### src/hdl/xdma_pkg.sv
////////////////////////////////////////////////////////////////////////////
// XDMA engine side definitions
// descriptor control word layout and status byte decoding
////////////////////////////////////////////////////////////////////////////

package xdma_pkg;

  typedef logic [15:0] ctl_t;    // descriptor bypass control word
  typedef logic [7:0]  status_t; // per channel engine status byte

  ////////////////////////////////////////////////////////////////////////////
  // control word bits
  ////////////////////////////////////////////////////////////////////////////

  // these three follow the last flag of the request and every other bit is zero
  localparam int CTL_STOP_BIT      = 0;  // engine stops after this descriptor
  localparam int CTL_COMPLETED_BIT = 1;  // engine reports completion of it
  localparam int CTL_EOP_BIT       = 4;  // descriptor closes the packet

  ////////////////////////////////////////////////////////////////////////////
  // status bits
  ////////////////////////////////////////////////////////////////////////////

  // pulses high for a single cycle each time a descriptor completes
  localparam int STATUS_DONE_BIT = 1;

endpackage

### src/hdl/dma_pkg.sv
////////////////////////////////////////////////////////////////////////////
// DMA request side definitions
// address and length types plus queue depth and in-flight limits
////////////////////////////////////////////////////////////////////////////

package dma_pkg;

  ////////////////////////////////////////////////////////////////////////////
  // request fields
  ////////////////////////////////////////////////////////////////////////////

  typedef logic [63:0] addr_t;  // host physical address of a transfer
  typedef logic [27:0] len_t;   // transfer length in bytes

  ////////////////////////////////////////////////////////////////////////////
  // queueing and flow control
  ////////////////////////////////////////////////////////////////////////////

  // entries in each channel queue and also the credits a requester starts with
  localparam int QUEUE_DEPTH = 4;

  // descriptors that may sit at the engine per channel before flow stops
  localparam int MAX_OUTSTANDING = 2;

  // counts from zero up to QUEUE_DEPTH inclusive
  typedef logic [2:0] cnt_t;

  // index into a queue storage array
  typedef logic [$clog2(QUEUE_DEPTH)-1:0] ptr_t;

endpackage
### src/hdl/dma_if.sv
////////////////////////////////////////////////////////////////////////////
// DMA request channel
// valid/ready request with address, length and last flag plus a done strobe
////////////////////////////////////////////////////////////////////////////

`timescale 1ns/1ps

interface dma_if;

  logic           valid;  // request is presented
  logic           ready;  // receiver takes the request on this edge
  dma_pkg::addr_t paddr;  // physical address of the transfer
  dma_pkg::len_t  len;    // byte count
  logic           last;   // final descriptor of a transfer
  logic           done;   // one cycle completion strobe back toward the sender

  // request source side
  modport m (
    output valid,
    output paddr,
    output len,
    output last,
    input  ready,
    input  done
  );

  // request sink side
  modport s (
    input  valid,
    input  paddr,
    input  len,
    input  last,
    output ready,
    output done
  );

endinterface

### src/hdl/dma_bridge_top.sv
////////////////////////////////////////////////////////////////////////////
// DMA descriptor bridge
// credited request queues in front of the XDMA descriptor bypass ports
////////////////////////////////////////////////////////////////////////////

`timescale 1ns/1ps

module dma_bridge_top (
  input  logic              aclk,
  input  logic              reset,
  // read requester
  input  logic              rd_req_valid,
  input  dma_pkg::addr_t    rd_req_paddr,
  input  dma_pkg::len_t     rd_req_len,
  input  logic              rd_req_last,
  output logic              rd_credit,
  output logic              rd_done,
  // write requester
  input  logic              wr_req_valid,
  input  dma_pkg::addr_t    wr_req_paddr,
  input  dma_pkg::len_t     wr_req_len,
  input  logic              wr_req_last,
  output logic              wr_credit,
  output logic              wr_done,
  // host to card descriptor bypass
  output xdma_pkg::ctl_t    h2c_ctl,
  output dma_pkg::addr_t    h2c_addr,
  output dma_pkg::len_t     h2c_len,
  output logic              h2c_valid,
  input  logic              h2c_ready,
  input  xdma_pkg::status_t h2c_status,
  // card to host descriptor bypass
  output xdma_pkg::ctl_t    c2h_ctl,
  output dma_pkg::addr_t    c2h_addr,
  output dma_pkg::len_t     c2h_len,
  output logic              c2h_valid,
  input  logic              c2h_ready,
  input  xdma_pkg::status_t c2h_status
);

  dma_if rd_q ();    // read queue head into control
  dma_if wr_q ();    // write queue head into control
  dma_if rd_eng ();  // gated read requests into the formatter
  dma_if wr_eng ();  // gated write requests into the formatter

  ////////////////////////////////////////////////////////////////////////////
  // request queues
  ////////////////////////////////////////////////////////////////////////////

  dma_req_queue rd_queue (
    .aclk      (aclk),
    .reset     (reset),
    .req_valid (rd_req_valid),
    .req_paddr (rd_req_paddr),
    .req_len   (rd_req_len),
    .req_last  (rd_req_last),
    .q         (rd_q)
  );

  dma_req_queue wr_queue (
    .aclk      (aclk),
    .reset     (reset),
    .req_valid (wr_req_valid),
    .req_paddr (wr_req_paddr),
    .req_len   (wr_req_len),
    .req_last  (wr_req_last),
    .q         (wr_q)
  );

  ////////////////////////////////////////////////////////////////////////////
  // flow control and engine formatting
  ////////////////////////////////////////////////////////////////////////////

  dma_ctrl dma_ctrl_i (
    .aclk      (aclk),
    .reset     (reset),
    .rd_q      (rd_q),
    .wr_q      (wr_q),
    .rd_eng    (rd_eng),
    .wr_eng    (wr_eng),
    .rd_credit (rd_credit),
    .wr_credit (wr_credit),
    .rd_done   (rd_done),
    .wr_done   (wr_done)
  );

  xdma_assign xdma_assign_i (
    .rd         (rd_eng),
    .wr         (wr_eng),
    .h2c_ctl    (h2c_ctl),
    .h2c_addr   (h2c_addr),
    .h2c_len    (h2c_len),
    .h2c_valid  (h2c_valid),
    .h2c_ready  (h2c_ready),
    .h2c_status (h2c_status),
    .c2h_ctl    (c2h_ctl),
    .c2h_addr   (c2h_addr),
    .c2h_len    (c2h_len),
    .c2h_valid  (c2h_valid),
    .c2h_ready  (c2h_ready),
    .c2h_status (c2h_status)
  );

endmodule

### src/hdl/xdma_assign.sv
////////////////////////////////////////////////////////////////////////////
// XDMA descriptor formatter
// maps DMA requests onto the engine bypass ports and decodes completions
////////////////////////////////////////////////////////////////////////////

`timescale 1ns/1ps

module xdma_assign (
  dma_if.s                  rd,
  dma_if.s                  wr,
  output xdma_pkg::ctl_t    h2c_ctl,
  output dma_pkg::addr_t    h2c_addr,
  output dma_pkg::len_t     h2c_len,
  output logic              h2c_valid,
  input  logic              h2c_ready,
  input  xdma_pkg::status_t h2c_status,
  output xdma_pkg::ctl_t    c2h_ctl,
  output dma_pkg::addr_t    c2h_addr,
  output dma_pkg::len_t     c2h_len,
  output logic              c2h_valid,
  input  logic              c2h_ready,
  input  xdma_pkg::status_t c2h_status
);

  // stop, completed and eop all follow the last flag and nothing else is set
  function automatic xdma_pkg::ctl_t build_ctl(logic last);
    xdma_pkg::ctl_t ctl;
    ctl = '0;
    ctl[xdma_pkg::CTL_STOP_BIT]      = last;
    ctl[xdma_pkg::CTL_COMPLETED_BIT] = last;
    ctl[xdma_pkg::CTL_EOP_BIT]       = last;
    return ctl;
  endfunction

  // read channel goes out on h2c
  assign h2c_ctl   = build_ctl(rd.last);
  assign h2c_addr  = rd.paddr;
  assign h2c_len   = rd.len;
  assign h2c_valid = rd.valid & h2c_ready;  // the engine only sees valid when it can take it
  assign rd.ready  = h2c_ready;
  assign rd.done   = h2c_status[xdma_pkg::STATUS_DONE_BIT];  // other status bits are dropped

  // write channel goes out on c2h
  assign c2h_ctl   = build_ctl(wr.last);
  assign c2h_addr  = wr.paddr;
  assign c2h_len   = wr.len;
  assign c2h_valid = wr.valid & c2h_ready;
  assign wr.ready  = c2h_ready;
  assign wr.done   = c2h_status[xdma_pkg::STATUS_DONE_BIT];

endmodule

### src/hdl/dma_ctrl.sv
////////////////////////////////////////////////////////////////////////////
// DMA control
// limits descriptors in flight per channel and returns requester credits
////////////////////////////////////////////////////////////////////////////

`timescale 1ns/1ps

module dma_ctrl (
  input  logic aclk,
  input  logic reset,
  dma_if.s     rd_q,
  dma_if.s     wr_q,
  dma_if.m     rd_eng,
  dma_if.m     wr_eng,
  output logic rd_credit,
  output logic wr_credit,
  output logic rd_done,
  output logic wr_done
);

  dma_pkg::cnt_t rd_out;  // read descriptors taken and not yet completed
  dma_pkg::cnt_t wr_out;  // write descriptors taken and not yet completed

  logic rd_room;  // read channel may hand over another descriptor
  logic wr_room;
  logic rd_pop;   // read queue head is taken this cycle
  logic wr_pop;

  // next in-flight level from a take and a completion in the same cycle
  function automatic dma_pkg::cnt_t next_out(dma_pkg::cnt_t cur, logic take, logic fin);
    dma_pkg::cnt_t nxt;
    nxt = cur;
    if (take && !fin) begin
      nxt = cur + 1'b1;
    end else if (fin && !take && cur != '0) begin
      nxt = cur - 1'b1;  // a stray done with nothing in flight is ignored
    end
    return nxt;
  endfunction

  ////////////////////////////////////////////////////////////////////////////
  // read channel
  ////////////////////////////////////////////////////////////////////////////

  assign rd_room = (rd_out < dma_pkg::cnt_t'(dma_pkg::MAX_OUTSTANDING));

  assign rd_eng.valid = rd_q.valid & rd_room;   // hold the head once the limit is hit
  assign rd_eng.paddr = rd_q.paddr;             // request fields go through untouched
  assign rd_eng.len   = rd_q.len;
  assign rd_eng.last  = rd_q.last;
  assign rd_q.ready   = rd_eng.ready & rd_room;
  assign rd_q.done    = rd_eng.done;            // the queue does not use it

  assign rd_pop  = rd_q.valid & rd_q.ready;
  assign rd_done = rd_eng.done;                 // completion straight to the requester

  ////////////////////////////////////////////////////////////////////////////
  // write channel
  ////////////////////////////////////////////////////////////////////////////

  assign wr_room = (wr_out < dma_pkg::cnt_t'(dma_pkg::MAX_OUTSTANDING));

  assign wr_eng.valid = wr_q.valid & wr_room;
  assign wr_eng.paddr = wr_q.paddr;
  assign wr_eng.len   = wr_q.len;
  assign wr_eng.last  = wr_q.last;
  assign wr_q.ready   = wr_eng.ready & wr_room;
  assign wr_q.done    = wr_eng.done;

  assign wr_pop  = wr_q.valid & wr_q.ready;
  assign wr_done = wr_eng.done;

  ////////////////////////////////////////////////////////////////////////////
  // in-flight counters and credit return
  ////////////////////////////////////////////////////////////////////////////

  always_ff @(posedge aclk) begin
    if (reset) begin
      rd_out    <= '0;
      wr_out    <= '0;
      rd_credit <= 1'b0;
      wr_credit <= 1'b0;
    end else begin
      rd_out    <= next_out(rd_out, rd_pop, rd_eng.done);
      wr_out    <= next_out(wr_out, wr_pop, wr_eng.done);
      rd_credit <= rd_pop;  // a freed queue slot becomes a credit one cycle later
      wr_credit <= wr_pop;
    end
  end

endmodule

### src/hdl/dma_req_queue.sv
////////////////////////////////////////////////////////////////////////////
// DMA request queue
// small FIFO holding credited requests until the control module drains them
////////////////////////////////////////////////////////////////////////////

`timescale 1ns/1ps

module dma_req_queue (
  input  logic           aclk,
  input  logic           reset,
  input  logic           req_valid,
  input  dma_pkg::addr_t req_paddr,
  input  dma_pkg::len_t  req_len,
  input  logic           req_last,
  dma_if.m               q
);

  dma_pkg::addr_t paddr_mem [dma_pkg::QUEUE_DEPTH];  // address storage
  dma_pkg::len_t  len_mem   [dma_pkg::QUEUE_DEPTH];  // length storage
  logic           last_mem  [dma_pkg::QUEUE_DEPTH];  // last flag storage

  dma_pkg::ptr_t wr_ptr;  // next free slot
  dma_pkg::ptr_t rd_ptr;  // slot at the head
  dma_pkg::cnt_t count;   // entries currently held

  logic push;
  logic pop;

  // the requester only sends while it holds a credit so a push never meets a full queue
  assign push = req_valid;
  assign pop  = q.valid & q.ready;  // head leaves toward the engine

  ////////////////////////////////////////////////////////////////////////////
  // storage
  ////////////////////////////////////////////////////////////////////////////

  always_ff @(posedge aclk) begin
    if (push) begin
      paddr_mem[wr_ptr] <= req_paddr;  // the tail slot takes the new request
      len_mem[wr_ptr]   <= req_len;
      last_mem[wr_ptr]  <= req_last;
    end
  end

  ////////////////////////////////////////////////////////////////////////////
  // pointers and fill count
  ////////////////////////////////////////////////////////////////////////////

  always_ff @(posedge aclk) begin
    if (reset) begin
      wr_ptr <= '0;
      rd_ptr <= '0;
      count  <= '0;
    end else begin
      if (push) begin
        // wrap at the last slot so depths that are not a power of two still work
        wr_ptr <= (wr_ptr == dma_pkg::ptr_t'(dma_pkg::QUEUE_DEPTH - 1)) ? '0 : wr_ptr + 1'b1;
      end
      if (pop) begin
        rd_ptr <= (rd_ptr == dma_pkg::ptr_t'(dma_pkg::QUEUE_DEPTH - 1)) ? '0 : rd_ptr + 1'b1;
      end
      case ({push, pop})
        2'b10:   count <= count + 1'b1;  // fill only
        2'b01:   count <= count - 1'b1;  // drain only
        default: count <= count;         // both or neither leave the level alone
      endcase
    end
  end

  // head is visible the cycle after it was written
  assign q.valid = (count != '0);
  assign q.paddr = paddr_mem[rd_ptr];
  assign q.len   = len_mem[rd_ptr];
  assign q.last  = last_mem[rd_ptr];

endmodule

### config.mk
export PLATFORM = sky130hd
export DESIGN_NAME = dma_bridge_top
export DESIGN_NICKNAME = d
export VERILOG_FILES = /design/src/hdl/xdma_pkg.sv /design/src/hdl/dma_pkg.sv /design/src/hdl/dma_if.sv /design/src/hdl/dma_bridge_top.sv /design/src/hdl/xdma_assign.sv /design/src/hdl/dma_ctrl.sv /design/src/hdl/dma_req_queue.sv
export SDC_FILE = /design/constraint.sdc
export NUM_CORES = 1
export LEC_CHECK = 0
export ABC_AREA = 1
export BUFFER_PORTS_ARGS = -buffer_cell sky130_fd_sc_hd__buf_2
export CORE_MARGIN = 5
export CORE_UTILIZATION = 45
export DETAILED_ROUTE_END_ITERATION = 8
export PLACE_DENSITY = 0.61
export SYNTH_ARGS = -nofsm -noshare
export SYNTH_HDL_FRONTEND = slang
export SYNTH_HIERARCHICAL = 1
export SYNTH_SLANG_ARGS = --single-unit
### constraint.sdc
create_clock -name aclk -period 4.9 [get_ports aclk]
set_input_delay 0.98 -clock aclk [delete_from_list [all_inputs] [get_ports aclk]]
set_output_delay 0.98 -clock aclk [all_outputs]
set_load 0.1 [all_outputs]
==> run summary, run 1 <==
==================================================================================
Run status                                                            finished, final reports clean
Sink count of the clock tree                                                   770
First-pass GRT wire length                                                  107 mm
Critical path type                                                         reg2out
Inserted Clock Buffers                                                          82
Initial cell density of the core                                             0.455
Total global routing overflow                                                    0
Relative max-transition margin                                               0.353
Hold Violations, Final                                                           0
Placeable core region                                                   73,100 um2
Critical R2R Launch                                                   rd_queue/wr_ptr[0]$_SDFFE_PP0P_
Finish-stage setup viols                                                         0
Endpoint of the most critical register-to-register path               rd_queue/paddr_mem[0][38]$_DFFE_PP_
IO Count                                                                       430
Worst Setup Slack, final                                                  0.702 ns
Maximum frequency from static timing analysis                              238 MHz
Buffer levels on the longest clock path                                          3
Highest net fanout along the worst path                                         55
X dimension of the die                                                      282 um
Post-layout nets                                                             2,627
Share of final-layout standard cells stronger than drive strength 1          0.301
Clock network latency to the later pin of the worst-skew pair              0.64 ns
Cell at the root of the clock tree                                    sky130_fd_sc_hd__clkbuf_16
PostCTS Resize Cnt                                                               0
Max-capacitance violation count                                                  0
Reg clk slew, reported paths                                               0.06 ns
Total count of max-transition violations in the final report                     0
Remaining DRCs                                                                   0
Unrepaired setup endpoints after global routing                                 no
Multi-input logic area                                                    6370 um2
Hold path depth                                                                  2
Antenna violations before repair                                                24
Post-placement worst setup slack                                           1.32 ns
Die span in y                                                               282 um
Layout overhead on the synthesized area                                      7.54%
Final cycle utilization of the critical path                                 0.857
CP endpoint kind                                                      primary output
TritonCTS clock tree                                                          done
Worst Path Arrival                                                         3.22 ns
Accumulated negative setup slack                                              0 ns
WP data required                                                           3.92 ns
Fin util                                                                     0.489
Total routed wirelength                                                    70.8 mm
Largest net degree at the start of global routing                              163
Hold buffers post-CTS                                                            0
Shortest period the worst path allows                                      4.20 ns
ANT nets after route                                                             0
Placer Congestion                                                            0.759
Number of warnings reported in the yosys synthesis log                           6
Port buffer count                                                              389
Clock skew after layout                                                  0.0310 ns
Synthesized area per cell                                                 13.8 um2
Total number of vias                                                         17.8k
Hold crit path type                                                        reg2reg
Worst slew pin tran                                                       0.971 ns
Final HPWL from detailed placement                                         41.3 mm
Number of instances in the synthesized netlist                               2,406
Post-CTS Repair Setup Buffers                                                    0
Cell depth of the worst flop-to-flop path                                        5
Combined global-route utilization of all metal layers                        0.173
Average via count per standard cell                                           5.18
Hold wc startpoint                                                    rd_queue/rd_ptr[1]$_SDFFE_PP0N_
Total die area                                                          79,400 um2
Internal reg-to-reg setup slack                                            2.75 ns
WL/cell                                                                    20.6 um
Critical Path Source Type                                                 register
1st-iter DRT viols                                                           1,065
Via count of the first global-routing pass                                   18.7k
Number of filler cells placed in the layout                                  6,260
Site Rows                                                                       99
Number of H-tree levels                                                          3
Storage cell area                                                       22,900 um2
Detailed-routing iteration count for the pre-antenna-repair pass                 5
Mapped Area                                                             33,200 um2
==================================================================================
## critical path: stages (launching register included)
cell and delay, ns:
sky130_fd_sc_hd__dfxtp_2 0.72, sky130_fd_sc_hd__clkinv_2 0.73, sky130_fd_sc_hd__buf_12 0.45, sky130_fd_sc_hd__o21ai_1 0.14
sky130_fd_sc_hd__o22ai_1 0.13, sky130_fd_sc_hd__buf_2 0.32
## cell usage in the layout (no fill, tap or decap), types with 4 or more instances in the layout
cell type                   count
sky130_fd_sc_hd__nand3_1       16
sky130_fd_sc_hd__o22ai_1      126
sky130_fd_sc_hd__a21oi_1       16
sky130_fd_sc_hd__nand2_1       31
sky130_fd_sc_hd__o21ai_1       46
sky130_fd_sc_hd__o21ai_2       66
sky130_fd_sc_hd__conb_1        26
sky130_fd_sc_hd__inv_2          4
sky130_fd_sc_hd__clkbuf_16     83
sky130_fd_sc_hd__inv_1         37
sky130_fd_sc_hd__o21ai_0      268
sky130_fd_sc_hd__clkbuf_1      20
sky130_fd_sc_hd__ha_1          12
sky130_fd_sc_hd__buf_12        13
sky130_fd_sc_hd__o22ai_2       60
sky130_fd_sc_hd__clkinv_16      4
sky130_fd_sc_hd__dfxtp_1       22
sky130_fd_sc_hd__inv_4          8
sky130_fd_sc_hd__buf_2        389
sky130_fd_sc_hd__buf_4         14
sky130_fd_sc_hd__clkinv_1      14
sky130_fd_sc_hd__clkinv_2      10
sky130_fd_sc_hd__edfxtp_1     744
sky130_fd_sc_hd__nor2_1       331
sky130_fd_sc_hd__nor2_4        64
sky130_fd_sc_hd__fa_1           4
sky130_fd_sc_hd__bufinv_16      8
sky130_fd_sc_hd__diode_2       16
## stage by stage
stage	instance area, um2	hold WS (ns)	cells
2_1_floorplan	33300	0.483	2431
3_3_place_gp	33000	0.503	3278
3_5_place_dp	33000	0.519	3278
4_1_cts	35700	0.491	3424
5_1_grt	35700	0.512	3437
6_report	35700	0.524	3440
## sequential cells by signal (all words and copies together) (netlist names), named ones only
| name | flops |
|---|---|
| dma_ctrl_i/rd_credit | 1 |
| dma_ctrl_i/rd_out | 3 |
| dma_ctrl_i/wr_credit | 1 |
| dma_ctrl_i/wr_out | 3 |
| rd_queue/count | 3 |
| rd_queue/last_mem | 4 |
| rd_queue/len_mem | 112 |
| rd_queue/paddr_mem | 256 |
| rd_queue/rd_ptr | 2 |
| rd_queue/wr_ptr | 2 |
| wr_queue/count | 3 |
| wr_queue/last_mem | 4 |
| wr_queue/len_mem | 112 |
| wr_queue/paddr_mem | 256 |
| wr_queue/rd_ptr | 2 |
| wr_queue/wr_ptr | 2 |
## final cells by class
cell class / instances / share of cell area
flip-flops and latches: 770 / 0.640
multi-input cells: 1080 / 0.178
repair buffers: 416 / 0.0647
clock buffers: 103 / 0.0602
well taps: 959 / 0.0336
clock inverters: 43 / 0.0153
inverters: 53 / 0.00662
diodes: 16 / 0.00112
## worst max path at each step
stage                                     endpoint  slack [ns]
global placement                        h2c_ctl[1]        1.29
CTS                                     h2c_ctl[4]        0.63
finish                                  h2c_ctl[4]        0.70
detailed placement                      h2c_ctl[4]        1.32
floorplan           rd_queue/last_mem[3]$_DFFE_PP_        1.64
global route                            h2c_ctl[4]        0.52
## per-layer routing
metal  up-vias  GRT usage  wire [um]
met1      8924      0.206      28100
met4        16     0.0717       2380
met2       424      0.302      36000
met3       151     0.0432       4160
li1       8288          -          -
met5         -          0         97
Power of run 1 is not shown: default switching activity piles up to over one toggle a cycle in this logic, so the estimate is an artifact.
==> run 2, diff against run 1 <==
==> constraint.sdc (replaced) <==
create_clock -name aclk -period 4.9 [get_ports aclk]
set_input_delay 0.245 -clock aclk [delete_from_list [all_inputs] [get_ports aclk]]
set_output_delay 0.245 -clock aclk [all_outputs]
set_load 0.1 [all_outputs]
==> run summary, run 2 (same netlist as run 1, synthesis figures left out) <==
==================================================================================
CP cell instances                                                     inv_8 > buf_12 > nor2_1 > o22ai_1 > buf_2
WL/cell                                                                    19.8 um   -3.6%
Clock network latency to the later pin of the worst-skew pair              0.64 ns   about the same
Finish-stage setup viols                                                         0   unchanged
Final HPWL from detailed placement                                         42.0 mm   +1.6%
Accumulated negative setup slack                                              0 ns   unchanged
Total die area                                                          79,400 um2   unchanged
Site Rows                                                                       99   unchanged
Total routed wirelength                                                    71.8 mm   +1.4%
Via count of the first global-routing pass                                   19.3k   +3.3%
Number of H-tree levels                                                          3   unchanged
Layout overhead on the synthesized area                                      12.8%
Total count of max-transition violations in the final report                     0   unchanged
Run status                                                            finished, final reports clean
Maximum frequency from static timing analysis                              282 MHz   +18%
Post-CTS Repair Setup Buffers                                                    0   unchanged
Total number of vias                                                         18.6k   +4.5%
Placeable core region                                                   73,100 um2   unchanged
Reg clk slew, reported paths                                               0.06 ns   about the same
Highest net fanout along the worst path                                        100   +82%
Sink count of the clock tree                                                   770   unchanged
Placer Congestion                                                            0.747   -1.5%
Post-layout nets                                                             2,820   +7.3%
Inserted Clock Buffers                                                          82   unchanged
Hold Violations, Final                                                           0   unchanged
Critical Path Source Type                                                 register
TritonCTS clock tree                                                          done
Worst Path Arrival                                                         3.30 ns   +0.08 ns
Final cycle utilization of the critical path                                 0.724   -0.133
Number of filler cells placed in the layout                                  6,029   -3.7%
Critical R2R Launch                                                   wr_queue/wr_ptr[0]$_SDFFE_PP0P_
Cell with the largest stage delay on the worst path                   sky130_fd_sc_hd__inv_8
Initial cell density of the core                                             0.455   unchanged
Total global routing overflow                                                    0   unchanged
WP data required                                                           4.66 ns   +0.74 ns
Multi-input logic area                                                    6370 um2   unchanged
X dimension of the die                                                      282 um   unchanged
First-pass GRT wire length                                                  108 mm   +1.4%
Largest net degree at the start of global routing                              127   -22%
Combined global-route utilization of all metal layers                        0.174   +0.000647
Largest registers                                                     rd_queue/paddr_mem (256), wr_queue/paddr_mem (256)
Relative max-transition margin                                               0.283   -0.0698
Slowest Stage Delay on Critical Path                                       0.66 ns   -0.07 ns
Die span in y                                                               282 um   unchanged
Cell at the root of the clock tree                                    sky130_fd_sc_hd__clkbuf_16
IO Count                                                                       430   unchanged
Share of final-layout standard cells stronger than drive strength 1          0.282   -0.0192
Worst slew pin tran                                                        1.08 ns   +0.105 ns
Storage cell area                                                       22,900 um2   unchanged
Remaining DRCs                                                                   0   unchanged
CP endpoint kind                                                      primary output
Critical path type                                                         reg2out
Commonest cells after routing, fill and taps aside                    sky130_fd_sc_hd__edfxtp_1 (744), sky130_fd_sc_hd__buf_2 (389), sky130_fd_sc_hd__nor2_1 (331), sky130_fd_sc_hd__o21ai_0 (268), sky130_fd_sc_hd__dlygate4sd3_1 (192)
1st-iter DRT viols                                                           1,215   +14%
Clock skew after layout                                                  0.0256 ns   -0.00531 ns
Most common cell after layout, fill and taps aside                    sky130_fd_sc_hd__edfxtp_1
Shortest period the worst path allows                                      3.55 ns   -0.652 ns
Port buffer count                                                              389   unchanged
Max-capacitance violation count                                                  0   unchanged
Antenna violations before repair                                                 7   -71%
Unrepaired setup endpoints after global routing                                 no
Detailed-routing iteration count for the pre-antenna-repair pass                 5   unchanged
Average via count per standard cell                                           5.14   -0.68%
Hold crit path type                                                         in2reg
Buffer levels on the longest clock path                                          3   unchanged
Hold wc startpoint                                                    c2h_status[1]
ANT nets after route                                                             0   unchanged
==================================================================================
-- run 2: cell types whose count changed in the layout (fill, tap and decap cells not counted), moves of 4 or more --
cell | previous run | this run
sky130_fd_sc_hd__clkbuf_1 | 20 | 15
sky130_fd_sc_hd__clkinv_1 | 14 | 10
sky130_fd_sc_hd__buf_12 | 13 | 4
sky130_fd_sc_hd__diode_2 | 16 | 7
sky130_fd_sc_hd__clkinvlp_4 | 3 | 7
sky130_fd_sc_hd__buf_4 | 14 | 24
sky130_fd_sc_hd__dlygate4sd3_1 | 0 | 192
-- run 2: final cells by class --
cell class,count,area share
sequential,770,0.610
clock inverter,42,0.0129
inverter,53,0.00631
multi-input combinational,1080,0.170
clock buffer,100,0.0577
timing repair buffer,609,0.110
antenna,7,0.000468
tap,959,0.0320
-- run 2: worst paths after layout --
path                                          to  slack, ns  depth (start not counted)
min            dma_ctrl_i/wr_out[2]$_SDFFE_PP0P_       0.11                          5
max                                 h2c_addr[35]       1.35                          5
max reg2reg  wr_queue/paddr_mem[0][43]$_DFFE_PP_       2.63                          5
min reg2reg       wr_queue/count[1]$_SDFFE_PP0P_       0.52                          2
-- run 2: critical path: cells and delay by family, from the launching register on --
kind,cells,cell delay [ns]
buf+inv,3,1.55
flops,1,0.51
compound gates,1,0.25
simple gates,1,0.08
-- run 2: per-layer routing --
layer,track usage,up-vias,part of all wire
li1,-,8663,-
met1,0.213,9281,0.40
met2,0.304,547,0.50
met3,0.0376,116,0.064
met4,0.0638,0,0.031
met5,0,-,0
-- run 2: timing repair --
item | in CTS | in global routing
endpoints found under the hold margin | 752 | 0
hold buffers | 192 | 0
endpoints found under the setup margin | 0 | 0
gates resized for setup | 0 | 0
-- run 2: through the flow --
stage               cell area (um2)  hold slack, ns  setup WS (ns)   util  std cells
floorplan                     33300           0.314           2.07      -       2431
global placement              32900           0.454           2.05  0.450       3279
detailed placement            32900           0.459           2.00  0.450       3279
CTS                           37400          0.0384           1.29  0.512       3613
global route                  37500          0.0807           1.19  0.513       3618
finish                        37500           0.105           1.35  0.513       3620
Power of run 2 is left out for the same reason.
==> run 3, diff against run 2 <==
Clock period 4.9 ns to 3.6 ns, I/O delays scaled along.
==> run summary, run 3 (same netlist as run 1, synthesis figures left out) <==
==================================================================================
Run status                                                            finished, final reports clean
First-pass GRT wire length                                                  109 mm   +0.50%
Largest registers                                                     rd_queue/paddr_mem (256), wr_queue/paddr_mem (256)
Remaining DRCs                                                                   0   unchanged
Layout overhead on the synthesized area                                      13.3%
Clock skew after layout                                                  0.0221 ns   -0.00350 ns
Critical path type                                                         reg2out
ANT nets after route                                                             0   unchanged
Total die area                                                          79,400 um2   unchanged
Maximum frequency from static timing analysis                              313 MHz
Total routed wirelength                                                    72.5 mm   +0.95%
Placer Congestion                                                            0.746   -0.21%
X dimension of the die                                                      282 um   unchanged
Combined global-route utilization of all metal layers                        0.176   +0.00255
Critical R2R Launch                                                   dma_ctrl_i/wr_out[1]$_SDFFE_PP0P_
WL/cell                                                                    20.0 um   +0.78%
Highest net fanout along the worst path                                         57   -43%
Post-CTS Repair Setup Buffers                                                    0   unchanged
CP endpoint kind                                                      primary output
Commonest cells after routing, fill and taps aside                    sky130_fd_sc_hd__edfxtp_1 (744), sky130_fd_sc_hd__buf_2 (389), sky130_fd_sc_hd__nor2_1 (331), sky130_fd_sc_hd__o21ai_0 (268), sky130_fd_sc_hd__dlygate4sd3_1 (194)
Clock network latency to the later pin of the worst-skew pair              0.62 ns   -0.02 ns
Buffer levels on the longest clock path                                          3   unchanged
Number of H-tree levels                                                          3   unchanged
Average via count per standard cell                                           5.11   -0.49%
Critical Path Source Type                                                 register
Die span in y                                                               282 um   unchanged
Hold Violations, Final                                                           0   unchanged
Total count of max-transition violations in the final report                     0   unchanged
Initial cell density of the core                                             0.455   unchanged
Antenna violations before repair                                                 4   -3
Max-capacitance violation count                                                  0   unchanged
Relative max-transition margin                                               0.297   +0.0144
Largest net degree at the start of global routing                              187   +47%
Hold path depth                                                                  5   unchanged
Post-layout nets                                                             2,827   +0.25%
1st-iter DRT viols                                                           1,068   -12%
Share of final-layout standard cells stronger than drive strength 1          0.282   -0.000414
Accumulated negative setup slack                                              0 ns   unchanged
Final HPWL from detailed placement                                         41.5 mm   -1.2%
Unrepaired setup endpoints after global routing                                 no
TritonCTS clock tree                                                          done
Multi-input logic area                                                    6370 um2   unchanged
Worst Setup Slack, final                                                  0.405 ns   -0.949 ns
Most common cell after layout, fill and taps aside                    sky130_fd_sc_hd__edfxtp_1
Hold wc startpoint                                                    h2c_status[1]
Placeable core region                                                   73,100 um2   unchanged
Reg clk slew, reported paths                                               0.06 ns   about the same
Cell depth of the worst flop-to-flop path                                       13   +8
Storage cell area                                                       22,900 um2   unchanged
Shortest period the worst path allows                                      3.20 ns
Post-placement worst setup slack                                           1.02 ns   -0.982 ns
Finish-stage setup viols                                                         0   unchanged
Total global routing overflow                                                    0   unchanged
WP data required                                                           3.42 ns   -1.24 ns
Worst slew pin tran                                                        1.05 ns   -0.0228 ns
Final cycle utilization of the critical path                                 0.888
Via count of the first global-routing pass                                   19.3k   -0.026%
Cell at the root of the clock tree                                    sky130_fd_sc_hd__clkbuf_16
Detailed-routing iteration count for the pre-antenna-repair pass                 5   unchanged
IO Count                                                                       430   unchanged
Port buffer count                                                              389   unchanged
Sink count of the clock tree                                                   770   unchanged
Inserted Clock Buffers                                                          81   -1.2%
Number of filler cells placed in the layout                                  6,044   +0.25%
Worst Path Arrival                                                         3.02 ns   -0.28 ns
Hold crit path type                                                         in2reg
Total number of vias                                                         18.5k   -0.33%
Site Rows                                                                       99   unchanged
==================================================================================
==> run 3: cell types whose count changed in the layout (fill, tap and decap cells not counted), sizes merged <==
cell / previous run / this run
clkinv: 27 / 33
diode: 7 / 2
clkinvlp: 7 / 3
clkbuf: 100 / 99
dlygate4sd3: 192 / 194
buf: 417 / 423
bufinv: 5 / 7
==> run 3: area by class of cell <==
class,count,area share
Multi-Input combinational cell,1080,0.169
Inverter,53,0.00628
Clock inverter,46,0.0138
Clock buffer,99,0.0556
Timing Repair Buffer,617,0.115
Tap cell,959,0.0319
Sequential cell,770,0.608
Antenna cell,2,0.000133
==> run 3: stage by stage <==
| stage | hold slack, ns | instances | instance area [um2] | utilization |
|---|---|---|---|---|
| floorplan | 0.249 | 2431 | 33300 | - |
| global placement | 0.388 | 3285 | 33100 | 0.453 |
| detailed placement | 0.395 | 3285 | 33100 | 0.453 |
| CTS | 0.0228 | 3624 | 37600 | 0.515 |
| global route | 0.0883 | 3625 | 37600 | 0.515 |
| finish | 0.0773 | 3626 | 37600 | 0.515 |
==> run 3: worst paths after layout <==
check / slack, ns / to
min reg2reg: 0.53 / register
max reg2reg: 1.43 / wr_queue/count[2]$_SDFFE_PP0P_
min: 0.08 / dma_ctrl_i/rd_out[2]$_SDFFE_PP0P_
max: 0.40 / h2c_addr[53]
==> run 3: routing by layer <==
layer / up-vias / routed length, um / global-route usage
li1: 8677 / - / -
met1: 9238 / 29300 / 0.219
met2: 504 / 37300 / 0.313
met3: 123 / 3780 / 0.0329
met4: 4 / 2010 / 0.0584
met5: - / 21 / 0
==> run 3: timing repair <==
action,4_1_cts,5_1_grt
hold buffers,194,0
endpoints found under the hold margin,753,0
gates resized for setup,0,0
endpoints found under the setup margin,0,0
==> run 3: critical path, cell delays in order, from the launching register on <==
cell	delay [ns]
sky130_fd_sc_hd__dfxtp_2	0.33
sky130_fd_sc_hd__buf_4	0.39
sky130_fd_sc_hd__buf_4	0.63
sky130_fd_sc_hd__o21ai_0	0.20
sky130_fd_sc_hd__o22ai_1	0.29
sky130_fd_sc_hd__buf_2	0.49
Power of run 3 is left out for the same reason.
